### config.mk
export PLATFORM = sky130hd
export DESIGN_NAME = decode_stage
export DESIGN_NICKNAME = d
export VERILOG_FILES = /design/src/rtl/isa_pkg.sv /design/src/rtl/pipe_pkg.sv /design/src/rtl/control_decoder.sv /design/src/rtl/register_file.sv /design/src/rtl/id_ex_stage.sv /design/src/rtl/decode_stage.sv
export SDC_FILE = /design/constraint.sdc
export NUM_CORES = 1
export LEC_CHECK = 0
export BUFFER_PORTS_ARGS = -buffer_cell sky130_fd_sc_hd__buf_2
export CAP_MARGIN = 20
export CORE_MARGIN = 1.5
export CORE_UTILIZATION = 50
export CTS_CLUSTER_DIAMETER = 60
export DETAILED_ROUTE_END_ITERATION = 6
export PLACE_DENSITY = 0.68
export SETUP_SLACK_MARGIN = 0.4
export SLEW_MARGIN = 10
export SYNTH_ARGS = -nofsm -noshare
export SYNTH_HDL_FRONTEND = slang
export SYNTH_SLANG_ARGS = --single-unit
### constraint.sdc
create_clock -name clk -period 3.9 [get_ports clk]
set_input_delay 0.195 -clock clk [delete_from_list [all_inputs] [get_ports clk]]
set_output_delay 0.195 -clock clk [all_outputs]
set_load 0.01 [all_outputs]
### src/rtl/isa_pkg.sv
// ISA definitions: opcode and ALU enums, instruction fields, base register numbers
`default_nettype none

package isa_pkg;

   // Top nibble of every instruction
   typedef enum logic [3:0] {
      op_add  = 4'd0,
      op_sub  = 4'd1,
      op_and  = 4'd2,
      op_nor  = 4'd3,
      op_addi = 4'd4,
      op_sll  = 4'd5,
      op_srl  = 4'd6,
      op_lw   = 4'd8,
      op_sw   = 4'd9,
      op_b    = 4'd12,
      op_call = 4'd13,
      op_ret  = 4'd14,
      op_hlt  = 4'd15   // Codes 7, 10 and 11 stay unassigned and decode as nop
   } op_e;

   // Operation handed to the execute stage
   typedef enum logic [2:0] {
      alu_add  = 3'd0,
      alu_sub  = 3'd1,
      alu_and  = 3'd2,
      alu_nor  = 3'd3,
      alu_sll  = 3'd4,
      alu_srl  = 3'd5,
      alu_pass = 3'd6
   } alu_op_e;

   // Port 1 override toward a fixed base register
   typedef enum logic [1:0] {
      base_none  = 2'd0,
      base_data  = 2'd1,   // Data segment for lw/sw
      base_stack = 2'd2    // Stack pointer for call/ret
   } base_sel_e;

   typedef struct packed {
      op_e        opcode;
      logic [3:0] f_hi;    // rd, data reg of lw/sw, branch condition
      logic [3:0] f_mid;   // rs, or upper half of the lw/sw offset
      logic [3:0] f_lo;    // rt, imm4, or lower half of the offset
   } instr_t;

   localparam logic [3:0] data_seg_reg = 4'd14;
   localparam logic [3:0] stack_reg    = 4'd15;

endpackage

`default_nettype wire

### src/rtl/pipe_pkg.sv
// Pipeline bundles: control signal struct and ID/EX register struct
`default_nettype none

package pipe_pkg;

   // Control levels carried down the pipe, all low for a nop or bubble
   typedef struct packed {
      logic             mem_to_reg;   // Load result goes to a register
      logic             reg_to_mem;   // Store
      logic             alu_src;      // Second ALU operand is the immediate
      isa_pkg::alu_op_e alu_op;
      logic             branch;
      logic             call;
      logic             ret;
      logic             reg_write;
      logic             halt;
   } ctrl_t;

   typedef struct packed {
      logic        valid;
      ctrl_t       ctrl;
      logic [15:0] read_data_1;   // rs or base register
      logic [15:0] read_data_2;   // rt, or store data for sw
      logic [15:0] imm;           // Already sign extended
      logic [3:0]  dest;
      logic [2:0]  branch_cond;
      logic [11:0] call_target;
      logic [15:0] pc;
   } id_ex_t;

endpackage

`default_nettype wire

### src/rtl/control_decoder.sv
// Control decoder: opcode to control bundle, base register and operand select levels
`default_nettype none

module control_decoder (
   input  isa_pkg::op_e       opcode,
   output pipe_pkg::ctrl_t    ctrl,
   output isa_pkg::base_sel_e base_sel,
   output logic               rt_from_dest,   // Port 2 reads the store register
   output logic               imm_sel         // 8-bit offset instead of imm4
);
   import isa_pkg::*;

   always_comb begin
      // Defaults give a nop, which covers the unused codes
      ctrl         = '0;
      base_sel     = base_none;
      rt_from_dest = 1'b0;
      imm_sel      = 1'b0;
      case (opcode)
         op_add: begin
            ctrl.alu_op    = alu_add;
            ctrl.reg_write = 1'b1;
         end
         op_sub: begin
            ctrl.alu_op    = alu_sub;
            ctrl.reg_write = 1'b1;
         end
         op_and: begin
            ctrl.alu_op    = alu_and;
            ctrl.reg_write = 1'b1;
         end
         op_nor: begin
            ctrl.alu_op    = alu_nor;
            ctrl.reg_write = 1'b1;
         end
         op_addi, op_sll, op_srl: begin
            ctrl.alu_src   = 1'b1;   // Immediate in f_lo
            ctrl.reg_write = 1'b1;
            ctrl.alu_op    = (opcode == op_sll) ? alu_sll :
                             (opcode == op_srl) ? alu_srl : alu_add;
         end
         op_lw: begin
            ctrl.alu_src    = 1'b1;  // Base plus offset
            ctrl.alu_op     = alu_add;
            ctrl.mem_to_reg = 1'b1;
            ctrl.reg_write  = 1'b1;
            base_sel        = base_data;
            imm_sel         = 1'b1;
         end
         op_sw: begin
            ctrl.alu_src    = 1'b1;
            ctrl.alu_op     = alu_add;
            ctrl.reg_to_mem = 1'b1;
            base_sel        = base_data;
            rt_from_dest    = 1'b1;  // Data register sits in f_hi
            imm_sel         = 1'b1;
         end
         op_b:    ctrl.branch = 1'b1;
         op_call: begin
            ctrl.call   = 1'b1;
            ctrl.alu_op = alu_pass;   // Stack pointer passes to execute
            base_sel    = base_stack;
         end
         op_ret: begin
            ctrl.ret    = 1'b1;
            ctrl.alu_op = alu_pass;
            base_sel    = base_stack;
         end
         op_hlt:  ctrl.halt = 1'b1;
         default: ;
      endcase
   end

   // Flow change kinds exclude each other
   always_comb begin
      assert ($onehot0({ctrl.branch, ctrl.call, ctrl.ret}))
         else $error("control_decoder: more than one flow change for opcode %0d", opcode);
   end

endmodule

`default_nettype wire

### src/rtl/register_file.sv
// Register file: two read ports, one write port, base register override, r0 tied to zero
`default_nettype none

module register_file #(
   parameter int reg_count  = 16,
   parameter int data_width = 16
) (
   input  logic                   clk,
   input  logic                   rst_n,
   input  logic [3:0]             rs,
   input  logic [3:0]             rt,
   input  logic [3:0]             dest,
   input  isa_pkg::base_sel_e     base_sel,
   input  logic                   rt_from_dest,
   input  logic                   wb_en,
   input  logic [3:0]             wb_reg,
   input  logic [data_width-1:0]  wb_data,
   output logic [data_width-1:0]  read_data_1,
   output logic [data_width-1:0]  read_data_2
);
   import isa_pkg::*;

   logic [data_width-1:0] regs [reg_count];
   logic [3:0]            addr_1;
   logic [3:0]            addr_2;

   // r0 first, then bypass of a same-cycle write, then the array
   function automatic logic [data_width-1:0] read_port(input logic [3:0] addr);
      if (addr == 4'd0)
         return '0;
      if (wb_en && wb_reg == addr)
         return wb_data;   // Write-through
      return regs[addr];
   endfunction

   always_comb begin
      case (base_sel)
         base_data:  addr_1 = data_seg_reg;
         base_stack: addr_1 = stack_reg;
         default:    addr_1 = rs;
      endcase
      addr_2 = rt_from_dest ? dest : rt;   // sw reads the register it stores
   end

   // Reads follow the array and the write port as well as the addresses
   always_comb begin
      read_data_1 = read_port(addr_1);
      read_data_2 = read_port(addr_2);
   end

   always_ff @(posedge clk) begin
      if (!rst_n) begin
         regs <= '{default: '0};
      end else if (wb_en && wb_reg != 4'd0) begin   // r0 writes dropped
         regs[wb_reg] <= wb_data;
      end
   end

   // Write-back index comes from outside, so keep it inside the array
   wb_reg_in_range: assert property (@(posedge clk) disable iff (!rst_n)
      wb_en |-> (int'(wb_reg) < reg_count))
      else $error("register_file: write to register %0d out of range", wb_reg);

endmodule

`default_nettype wire

### src/rtl/id_ex_stage.sv
// ID/EX stage: sign extension, load-use hazard detection, bubble insertion, ID/EX register
`default_nettype none

module id_ex_stage #(
   parameter int data_width = 16
) (
   input  logic                   clk,
   input  logic                   rst_n,
   input  isa_pkg::instr_t        instr,
   input  logic                   instr_valid,
   input  logic [data_width-1:0]  pc,
   input  pipe_pkg::ctrl_t        ctrl,
   input  logic                   imm_sel,
   input  logic [data_width-1:0]  read_data_1,
   input  logic [data_width-1:0]  read_data_2,
   output pipe_pkg::id_ex_t       id_ex,
   output logic                   stall
);
   import isa_pkg::*;
   import pipe_pkg::*;

   logic [data_width-1:0] imm_ext;
   logic                  uses_rs;      // f_mid is a source register
   logic                  uses_rt;      // f_lo is a source register
   logic                  uses_store;   // f_hi is a source register
   logic                  hazard;
   id_ex_t                bundle_d;

   // imm4 for arithmetic, {f_mid, f_lo} for lw/sw
   assign imm_ext = imm_sel ? {{(data_width-8){instr.f_mid[3]}}, instr.f_mid, instr.f_lo}
                            : {{(data_width-4){instr.f_lo[3]}}, instr.f_lo};

   always_comb begin
      uses_rs    = 1'b0;
      uses_rt    = 1'b0;
      uses_store = 1'b0;
      case (instr.opcode)
         op_add, op_sub, op_and, op_nor: begin
            uses_rs = 1'b1;
            uses_rt = 1'b1;
         end
         op_addi, op_sll, op_srl: uses_rs = 1'b1;   // f_lo holds the immediate
         op_sw:                   uses_store = 1'b1;   // rs replaced by r14
         default: ;
      endcase
   end

   // Load in ID/EX whose target is read by the instruction now in ID
   always_comb begin
      hazard = 1'b0;
      if (id_ex.valid && id_ex.ctrl.mem_to_reg && id_ex.dest != 4'd0) begin
         hazard = (uses_rs    && id_ex.dest == instr.f_mid) ||
                  (uses_rt    && id_ex.dest == instr.f_lo)  ||
                  (uses_store && id_ex.dest == instr.f_hi);
      end
   end

   assign stall = instr_valid && hazard;

   always_comb begin
      bundle_d = '0;   // Bubble unless an instruction is accepted
      if (instr_valid && !stall) begin
         bundle_d.valid       = 1'b1;
         bundle_d.ctrl        = ctrl;
         bundle_d.read_data_1 = read_data_1;
         bundle_d.read_data_2 = read_data_2;
         bundle_d.imm         = imm_ext;
         bundle_d.dest        = instr.f_hi;
         bundle_d.branch_cond = instr.f_hi[2:0];
         bundle_d.call_target = {instr.f_hi, instr.f_mid, instr.f_lo};
         bundle_d.pc          = pc;
      end
   end

   always_ff @(posedge clk) begin
      if (!rst_n)
         id_ex <= '0;
      else
         id_ex <= bundle_d;
   end

   // Idle or stalled cycle leaves no control bit in execute
   bubble_no_ctrl: assert property (@(posedge clk) disable iff (!rst_n)
      (!instr_valid || stall) |=> (id_ex.ctrl == '0 && !id_ex.valid))
      else $error("id_ex_stage: bubble carries control bits");

   stall_needs_instr: assert property (@(posedge clk) disable iff (!rst_n)
      stall |-> instr_valid)
      else $error("id_ex_stage: stall without a valid instruction");

endmodule

`default_nettype wire

### src/rtl/decode_stage.sv
// Decode stage top: control decoder, register file and ID/EX stage
`default_nettype none

module decode_stage #(
   parameter int reg_count  = 16,
   parameter int data_width = 16
) (
   input  logic                   clk,
   input  logic                   rst_n,
   input  isa_pkg::instr_t        instr,
   input  logic                   instr_valid,
   input  logic [data_width-1:0]  pc,
   input  logic                   wb_en,
   input  logic [3:0]             wb_reg,
   input  logic [data_width-1:0]  wb_data,
   output pipe_pkg::id_ex_t       id_ex,
   output logic                   stall
);
   import isa_pkg::*;
   import pipe_pkg::*;

   ctrl_t                 ctrl;
   base_sel_e             base_sel;
   logic                  rt_from_dest;
   logic                  imm_sel;
   logic [data_width-1:0] read_data_1;
   logic [data_width-1:0] read_data_2;

   control_decoder u_ctrl (
      .opcode       (instr.opcode),
      .ctrl         (ctrl),
      .base_sel     (base_sel),
      .rt_from_dest (rt_from_dest),
      .imm_sel      (imm_sel)
   );

   register_file #(.reg_count(reg_count), .data_width(data_width)) u_regs (
      .clk          (clk),
      .rst_n        (rst_n),
      .rs           (instr.f_mid),
      .rt           (instr.f_lo),
      .dest         (instr.f_hi),   // Store register for sw
      .base_sel     (base_sel),
      .rt_from_dest (rt_from_dest),
      .wb_en        (wb_en),
      .wb_reg       (wb_reg),
      .wb_data      (wb_data),
      .read_data_1  (read_data_1),
      .read_data_2  (read_data_2)
   );

   id_ex_stage #(.data_width(data_width)) u_id_ex (
      .clk         (clk),
      .rst_n       (rst_n),
      .instr       (instr),
      .instr_valid (instr_valid),
      .pc          (pc),
      .ctrl        (ctrl),
      .imm_sel     (imm_sel),
      .read_data_1 (read_data_1),
      .read_data_2 (read_data_2),
      .id_ex       (id_ex),
      .stall       (stall)
   );

endmodule

`default_nettype wire

==> results of run 1 <==
## cell families after synthesis
logic type	after synthesis	share of synthesized area, %
DFF	332	38.1
muxes	117	7.16
xor gates and xnor gates	21	1.05
buffers and inverters	230	6.06
AOI/OAI and AO/OA	436	19.5
adders and majority gates	1	0.0718
and+or+nand+nor	1147	28.1
## sequential cells by signal, summed over array words and instances (netlist names)
register       flops
u_id_ex.id_ex     76
u_regs.regs      256
## area by class of cell
class | instances | area (sq um)
inverters | 2 | 7.51
repair buffers | 227 | 1500
diodes | 2 | 5.00
fillers | 3120 | 14600
flip-flops and latches | 332 | 6650
multi-input cells | 1723 | 9860
well taps | 455 | 569
clock inverters | 9 | 77.6
clock buffers | 57 | 1210
## metal layers
layer | vias to the layer above | share of wire, %
met2 | 1010 | 46
met1 | 8112 | 39
met5 | - | 0
met4 | 0 | 4.3
met3 | 154 | 10
li1 | 7798 | -
## through the flow
stage                     power, mW  hold slack [ns]  worst slack [ns]  cells  cell area, sq um
after floorplan                4.26            0.317             0.918   2284             17400
after global placement         4.61            0.398             0.645   2710             18200
after detailed placement       4.62            0.400             0.558   2710             18200
after CTS                      8.26          0.00435             0.574   2799             19800
after global routing           8.49           0.0111             0.432   2805             19900
final                          8.27           0.0116             0.557   2807             19900
## report_power, final
| part | internal [mW] | leakage, nW | switching [mW] |
|---|---|---|---|
| registers | 3.46 | 2.69 | 0.0515 |
| logic | 0.375 | 3.81 | 0.721 |
| clock network | 2.20 | 0.643 | 1.47 |
## timing repair
item	4_1_cts	5_1_grt
setup buffers	0	0
endpoints found under the setup margin	0	16
hold buffers	23	0
resized for setup	0	3
endpoints found under the hold margin	23	0
## cells in the mapped netlist (all sizes together) (18+ instances only)
cell type    n
nand2      825
dfxtp      332
a21boi     241
clkbuf     147
mux2i       98
buf         81
nand3       76
and3        66
nor2        54
a311oi      49
and2        47
a21oi       39
a211oi      30
nor3        25
mux2        19
nor4        18
## how the worst max path moves through the flow
| stage | endpoint | slack (ns) | depth (start not counted) | startpoint |
|---|---|---|---|---|
| floorplan | u_id_ex.id_ex[67] | 0.92 | 13 | instr[15] |
| global placement | u_id_ex.id_ex[77] | 0.65 | 10 | instr[15] |
| detailed placement | u_id_ex.id_ex[79] | 0.56 | 10 | instr[15] |
| CTS | u_id_ex.id_ex[77] | 0.57 | 11 | instr[15] |
| global route | u_id_ex.id_ex[70] | 0.43 | 14 | instr[15] |
| finish | u_id_ex.id_ex[81] | 0.56 | 12 | instr[15] |
==> impl_metrics.py, run 1 <==
metrics = {
    "synthesis": {
        "seq_area_frac_synth_pct": 38.1,
        "synth.avg_cell_area_sq_um": 7.63,
        "synth-main-ff-cell": "dfxtp_1",
        "yosysTopAreaCellShare_pct": 38.1,
        "async_flop_share_pct": 0,
        "synth_seq_cells": 332,
        "synth.largest_area_cell": "dfxtp_1",
        "syn_nets": 2341,
        "yosysWarningCount": 0,
        "synth-edff-count": 0,
        "netlist_area_sq_um": 17400,
        "syn_inst": 2284,
        "synthTopCellsByArea": "dfxtp_1 (38%), nand2_1 (18%), a21boi_0 (10%)",
        "netlist-cell-type-count": 55,
    },
    "worst_setup_path": {
        "slowest_delay_ns": 0.76,
        "start_kind": "input port",
        "rr_startpoint": "u_id_ex.id_ex[24]",
        "critPathRequiredTime_ns": 4.34,
        "end_kind": "register",
        "path_class": "in2reg",
        "rr_worst_depth": 8,
        "cp_top_family": "buffers and inverters",
        "ff2ff_setup_slack_ns": 1.64,
        "cp_max_fo": 27,
        "cp.arrival_ns": 3.78,
        "path_buf_inv": 5,
        "crit_path_top_delay_cell": "mux2_2",
        "timing.rr.end": "u_id_ex.id_ex[85]",
        "path_cells": "dlygate4sd3_1 > buf_2 > nor3b_1 > buf_4 > inv_1 > ha_2 > mux2_2 > buf_4 > a311oi_1 > a311oi_1 > a21oi_1 > a22o_1",
    },
    "timing": {
        "setup_viol": 0,
        "slew_viol_final": 0,
        "final-hold-violation-count": 0,
        "slew-limit-headroom_pct": 22.0,
        "max_freq_ghz": 0.299,
        "min_period_ns": 3.34,
        "worst_pin_slew_ns": 1.17,
        "clock_skew_ns": 0.0179,
        "fin_crit_sh_pct": 85.7,
        "finalSetupTns_ns": 0,
        "rsz0062_at_grt": "false",
    },
    "clock_tree": {
        "cts_root_buffer": "clkbuf_16",
        "cts_made_buffers": 38,
        "cts_tree": "done",
        "path_clk_slew_ns": 0.06,
        "clock_sinks": 332,
        "cts_buffer_depth": 3,
        "htreeDepth": 2,
        "clk_latency_ns": 0.55,
    },
    "floorplan": {
        "die_area_sq_um": 36000,
        "die-width_um": 190,
        "num_rows": 68,
        "num_io_pins": 152,
        "start_util_pct": 50.6,
        "fp.dieH_um": 190,
        "core_sq_um": 34500,
    },
    "power_and_ir_drop": {
        "ir_drop_uv": 289,
        "p_per_area_nw_per_um2": 416,
        "power_leakage_nw": 7.14,
    },
    "grt": {
        "grt.busiest_layer": "met2",
        "grt_pass1_vias": 15981,
        "grt.total_usage_pct": 33.8,
        "grt_pass1_wl_mm": 93.7,
        "use_met3_pct": 7.19,
        "met1_usage_pct": 42.0,
        "use_met2_pct": 55.6,
        "grt_antenna_before_repair": 2,
        "grt_max_degree": 145,
        "grt-ovfl-total": 0,
    },
    "route": {
        "route.detailed.drc": 0,
        "finalWirelength_mm": 62.5,
        "routedWlPerCell_um": 22.3,
        "drt_first_pass_iters": 6,
        "dr_total_vias": 17074,
        "avgViaCountPerCell": 6.08,
        "final_antenna_net_count": 0,
        "drt_iter0_markers": 1966,
    },
    "layout": {
        "layout_commonest_cell": "nand2_1",
        "drive_gt1_share_pct": 14.0,
        "final_cell_mix": "nand2_1 (824), dfxtp_1 (332), a21boi_0 (241), buf_2 (150), mux2i_1 (94)",
        "area_delta_synth_final_pct": 14.0,
        "layout.core_utilization_pct": 57.7,
        "nNetsFinal": 2381,
    },
    "min_path": {
        "min_from": "instr[1]",
        "hold_depth": 2,
        "hold_end": "u_id_ex.id_ex[17]",
        "hold_class": "in2reg",
    },
    "placed_design": {
        "place_congestion": 0.925,
        "io_buffers": 151,
        "place.detailed.hpwl_mm": 39.1,
    },
    "job": {
        "cap_violations": 0,
    },
    "run_status": {
        "outcome": "finished clean",
    },
}
No activity file was read; power rests on OpenSTA's default activity.
==> run 2: changes to the inputs <==
PLACE_DENSITY = 0.7   (was 0.68)
clock period = 2.9 ns   (was 3.9 ns; I/O delays follow)
==> impl_metrics.py, run 2 (same netlist as run 1, synthesis figures left out) <==
metrics = {
    "run_status": {
        "outcome": "finished clean",
    },
    "route": {
        "topRoutingLayerUsed": "met4",
        "drt_first_pass_iters": 6,
        "wl_met1_mm": 25.3,
        "routedWlPerCell_um": 22.4,
        "final_antenna_net_count": 0,
        "avgViaCountPerCell": 6.07,
        "route.detailed.drc": 0,
        "finalWirelength_mm": 64.2,
        "wl_met3_mm": 5.18,
        "drt_iter0_markers": 1927,
        "route.met2.wl_mm": 29.5,
        "dr_total_vias": 17384,
    },
    "floorplan": {
        "start_util_pct": 50.6,
        "core_sq_um": 34500,
        "die_area_sq_um": 36000,
        "die-width_um": 190,
        "num_rows": 68,
        "fp.dieH_um": 190,
        "num_io_pins": 152,
    },
    "timing": {
        "slew-limit-headroom_pct": 26.7,
        "clock_skew_ns": 0.0102,
        "setup_viol": 0,
        "rsz0062_at_grt": "true",
        "finalSetupTns_ns": 0,
        "fin_ws_ns": 0.440,
        "worst_hold_slack_ns": 0.0258,
        "slew_viol_final": 0,
        "final-hold-violation-count": 0,
        "fin_crit_sh_pct": 84.8,
        "min_period_ns": 2.46,
        "worst_pin_slew_ns": 1.10,
        "max_freq_ghz": 0.406,
    },
    "layout": {
        "diodes": 0,
        "layout.core_utilization_pct": 59.5,
        "largest_register_ffs": 256,
        "final_cell_mix": "nand2_1 (824), dfxtp_1 (330), a21boi_0 (241), buf_2 (150), mux2i_1 (94)",
        "largestRegisters": "u_regs.regs x256, u_id_ex.id_ex x76",
        "layout_commonest_cell": "nand2_1",
        "nNetsFinal": 2435,
        "area_delta_synth_final_pct": 17.6,
        "top_register": "u_regs.regs",
        "drive_gt1_share_pct": 16.0,
        "fin_cells": 2863,
    },
    "grt": {
        "grt.total_usage_pct": 34.8,
        "grt_antenna_before_repair": 0,
        "grt_pass1_vias": 16451,
        "grt_pass1_wl_mm": 96.3,
        "grt-ovfl-total": 0,
        "grt_max_degree": 257,
    },
    "power_and_ir_drop": {
        "p_per_area_nw_per_um2": 551,
        "ir_drop_uv": 461,
        "power_leakage_nw": 7.46,
    },
    "clock_tree": {
        "clock_sinks": 332,
        "clk_latency_ns": 0.54,
        "htreeDepth": 2,
        "path_clk_slew_ns": 0.06,
        "cts_buffer_depth": 3,
        "cts_tree": "done",
        "cts_root_buffer": "clkbuf_16",
        "cts_made_buffers": 40,
    },
    "worst_setup_path": {
        "cp.arrival_ns": 2.93,
        "end_kind": "register",
        "rr_worst_depth": 8,
        "critPathRequiredTime_ns": 3.37,
        "rr_startpoint": "u_id_ex.id_ex[25]",
        "timing.rr.end": "u_id_ex.id_ex[80]",
        "start_kind": "input port",
        "path_class": "in2reg",
        "ff2ff_setup_slack_ns": 0.62,
        "cp_max_fo": 18,
    },
    "placed_design": {
        "io_buffers": 151,
        "place.detailed.hpwl_mm": 41.6,
        "place_congestion": 0.954,
        "dp_slack_ns": -0.142,
        "dp_cells": 2758,
    },
    "min_path": {
        "hold_class": "in2reg",
        "hold_depth": 3,
        "hold_end": "u_id_ex.id_ex[90]",
        "min_from": "instr[12]",
    },
    "job": {
        "cap_violations": 0,
    },
}
[run 2: cell count changes in the layout (fill, tap and decap cells not counted), sizes merged]
cell | before | now
buf | 204 | 248
dlygate4sd3 | 23 | 31
clkinv | 6 | 11
clkinvlp | 0 | 2
diode | 2 | 0
nand2b | 7 | 6
[run 2: repair_timing]
item | 4_1_cts | 5_1_grt
hold buffers | 31 | 0
gates resized for setup | 1 | 17
setup endpoints to repair | 1 | 19
cloned | 0 | 1
buffers inserted | 0 | 1
endpoints found under the hold margin | 32 | 0
pin swaps | 0 | 1
[run 2: routing by layer]
metal  GRT usage [%]  up-vias
li1                -     7921
met1            42.9     8275
met2            56.9      956
met3            4.78      232
met4            23.2        0
met5               0        -
[run 2: final cells by class]
| class | count | area [sq um] |
|---|---|---|
| inverters | 2 | 7.51 |
| flip-flops and latches | 332 | 6650 |
| well taps | 455 | 569 |
| repair buffers | 280 | 2060 |
| clock inverters | 16 | 131 |
| multi-input cells | 1722 | 9920 |
| clock buffers | 56 | 1170 |
| fillers | 3161 | 14000 |
[run 2: how the worst max path moves through the flow]
stage / from / endpoint / slack (ns) / depth (start not counted)
after floorplan: instr[12] / u_id_ex.id_ex[73] / 0.40 / 11
after global placement: instr[13] / u_id_ex.id_ex[76] / -0.18 / 12
after detailed placement: instr[13] / u_id_ex.id_ex[76] / -0.14 / 12
after CTS: instr[13] / u_id_ex.id_ex[68] / 0.43 / 14
after global routing: instr[12] / u_id_ex.id_ex[56] / 0.33 / 12
final: instr[12] / u_id_ex.id_ex[56] / 0.44 / 12
[run 2: stage by stage]
stage / area (sq um) / power, mW
floorplan: 17500 / 5.73
global placement: 18800 / 6.31
detailed placement: 18800 / 6.31
CTS: 20400 / 11.3
global route: 20500 / 11.6
finish: 20500 / 11.3
[run 2: worst max-delay path: stages]
cell,delay (ns)
buf_2,0.10
dlygate4sd3_1,0.56
buf_4,0.19
nand4bb_1,0.19
buf_6,0.22
nand2_1,0.09
and2_1,0.26
nand2_1,0.12
buf_4,0.22
a211oi_1,0.50
nor4_1,0.14
nor3_1,0.18
[run 2: power by group]
part	leakage [nW]	switching, mW	internal, mW	total [mW]
logic	4.13	1.01	0.590	1.60
clock network	0.646	2.04	2.92	4.97
registers	2.69	0.0706	4.65	4.72
==> run 3: changes to the inputs <==
clock period = 1.98 ns   (was 2.9 ns; I/O delays follow)
==> impl_metrics.py, run 3 (same netlist as run 1, synthesis figures left out) <==
metrics = {
    "run_status": {
        "outcome": "complete, but fails checks",
        "violations": "negative setup slack",
    },
    "worst_setup_path": {
        "rr_startpoint": "u_id_ex.id_ex[26]",
        "path_class": "reg2reg",
        "cpMostUsedCell": "buf_6",
        "start_kind": "register",
        "path_buf_inv": 4,
        "path_cells": "xnor2_2 > nand4_1 > nor3_2 > o31ai_4 > buf_4 > and3_4 > buf_6 > nor3b_4 > buf_6 > buf_12 > a22o_1",
        "slowest_delay_ns": 0.42,
        "cp.arrival_ns": 2.77,
        "critPathRequiredTime_ns": 2.43,
        "end_kind": "register",
        "cp_max_fo": 5,
        "crit_path_top_delay_cell": "dfxtp_4",
        "crit_start": "u_id_ex.id_ex[26]",
        "cp_top_family": "simple AND/OR/NAND/NOR gates",
    },
    "floorplan": {
        "core_sq_um": 34500,
        "fp.dieH_um": 190,
        "die_area_sq_um": 36000,
        "die-width_um": 190,
        "start_util_pct": 50.6,
        "num_io_pins": 152,
        "num_rows": 68,
    },
    "job": {
        "cap_violations": 0,
    },
    "power_and_ir_drop": {
        "power_leakage_nw": 8.24,
        "ir_drop_uv": 611,
        "p_per_area_nw_per_um2": 757,
    },
    "placed_design": {
        "place.detailed.hpwl_mm": 45.2,
        "dp_cells": 2860,
        "dpl-instance-area_sq_um": 19900,
        "io_buffers": 151,
        "place_congestion": 0.952,
    },
    "timing": {
        "final-hold-violation-count": 0,
        "slew-limit-headroom_pct": 12.9,
        "fin_crit_sh_pct": 117,
        "setup_viol": 67,
        "min_period_ns": 2.31,
        "slew_viol_final": 0,
        "clock_skew_ns": 0.0271,
        "fin_ws_ns": -0.333,
        "max_freq_ghz": 0.432,
        "worst_pin_slew_ns": 1.31,
        "rsz0062_at_grt": "true",
        "finalSetupTns_ns": -15.10,
    },
    "grt": {
        "grt_antenna_before_repair": 1,
        "grt-ovfl-total": 0,
        "grt_pass1_wl_mm": 103,
        "grt_max_degree": 257,
        "grt.total_usage_pct": 37.5,
        "grt_pass1_vias": 17098,
    },
    "layout": {
        "top_register": "u_regs.regs",
        "largestRegisters": "u_regs.regs x256, u_id_ex.id_ex x76",
        "layout_commonest_cell": "nand2_1",
        "nNetsFinal": 2564,
        "drive_gt1_share_pct": 22.3,
        "final_cell_mix": "nand2_1 (824), dfxtp_1 (328), a21boi_0 (240), buf_4 (167), buf_2 (150)",
        "design_area_sq_um": 22200,
        "diodes": 0,
        "fin_cells": 2989,
        "layout.core_utilization_pct": 64.3,
        "largest_register_ffs": 256,
        "area_delta_synth_final_pct": 27.2,
    },
    "route": {
        "finalWirelength_mm": 69.2,
        "routedWlPerCell_um": 23.1,
        "final_antenna_net_count": 0,
        "drt_first_pass_iters": 6,
        "route.detailed.drc": 0,
        "drt_iter0_markers": 1874,
        "avgViaCountPerCell": 6.14,
        "dr_total_vias": 18350,
    },
    "clock_tree": {
        "cts_root_buffer": "clkbuf_16",
        "clock_sinks": 332,
        "cts_tree": "done",
        "cts_made_buffers": 39,
        "cts_buffer_depth": 3,
        "htreeDepth": 2,
        "path_clk_slew_ns": 0.06,
        "clk_latency_ns": 0.56,
    },
    "min_path": {
        "min_from": "wb_data[11]",
        "hold_class": "in2reg",
    },
}
-- run 3: cell types whose count changed in the layout (fill, tap and decap cells not counted), moves of 7 or more --
cell / change
nor4_1: -7
buf_4: +90
mux2_4: +8
a311oi_1: +8
buf_12: +21
o221ai_2: +7
nor3_1: -17
o221ai_1: -7
and2_1: -13
a311oi_2: -8
and2_4: +12
nor3_2: +11
dlygate4sd3_1: +10
clkbuf_8: -8
-- run 3: metrics by stage --
stage | setup WS [ns] | hold slack (ns) | total power, mW
floorplan | -0.342 | 0.220 | 8.48
global placement | -0.800 | 0.305 | 9.52
detailed placement | -0.842 | 0.302 | 9.55
CTS | -0.164 | 0.00153 | 16.7
global route | -0.403 | 0.0262 | 17.2
finish | -0.333 | 0.0150 | 16.8
-- run 3: worst min-delay path, cell delays in order --
cell and delay [ns]:
buf_2 0.24, nand2_1 0.10, a21boi_0 0.06
-- run 3: area by class of cell --
type                            count  area [sq um]
Fill cell                        2876         12300
Sequential cell                   332          6660
Clock buffer                       47          1020
Clock inverter                     21           205
Inverter                            2          7.51
Multi-Input combinational cell   1722         10300
Timing Repair Buffer              410          3400
Tap cell                          455           569
-- run 3: worst paths after layout --
check,end,slack (ns),depth (start not counted)
max,u_id_ex.id_ex[82],-0.33,11
min,u_regs.regs[171],0.02,3
max reg2reg,u_id_ex.id_ex[82],-0.33,11
min reg2reg,u_regs.regs[32],0.48,2
-- run 3: repair_timing --
action | 4_1_cts | 5_1_grt
pin swaps | 21 | 15
gates cloned | 2 | 1
hold endpoints to repair | 119 | 0
resized for setup | 44 | 45
hold buffers | 41 | 0
endpoints found under the setup margin | 77 | 77
buffers inserted | 11 | 6
-- run 3: power breakdown --
part           internal (mW)  switching [mW]  leakage, nW  total, mW
clock                   4.07            2.99        0.596       7.05
combinational           1.18            1.62         4.95       2.80
sequential              6.81           0.108         2.69       6.92
-- run 3: metal layers --
metal | GRT usage, % | up-vias | part of all wire [%]
li1 | - | 8165 | -
met1 | 46.9 | 8709 | 39
met2 | 59.2 | 1187 | 44
met3 | 7.36 | 287 | 9.9
met4 | 24.1 | 2 | 7.1
met5 | 0 | - | 0.020
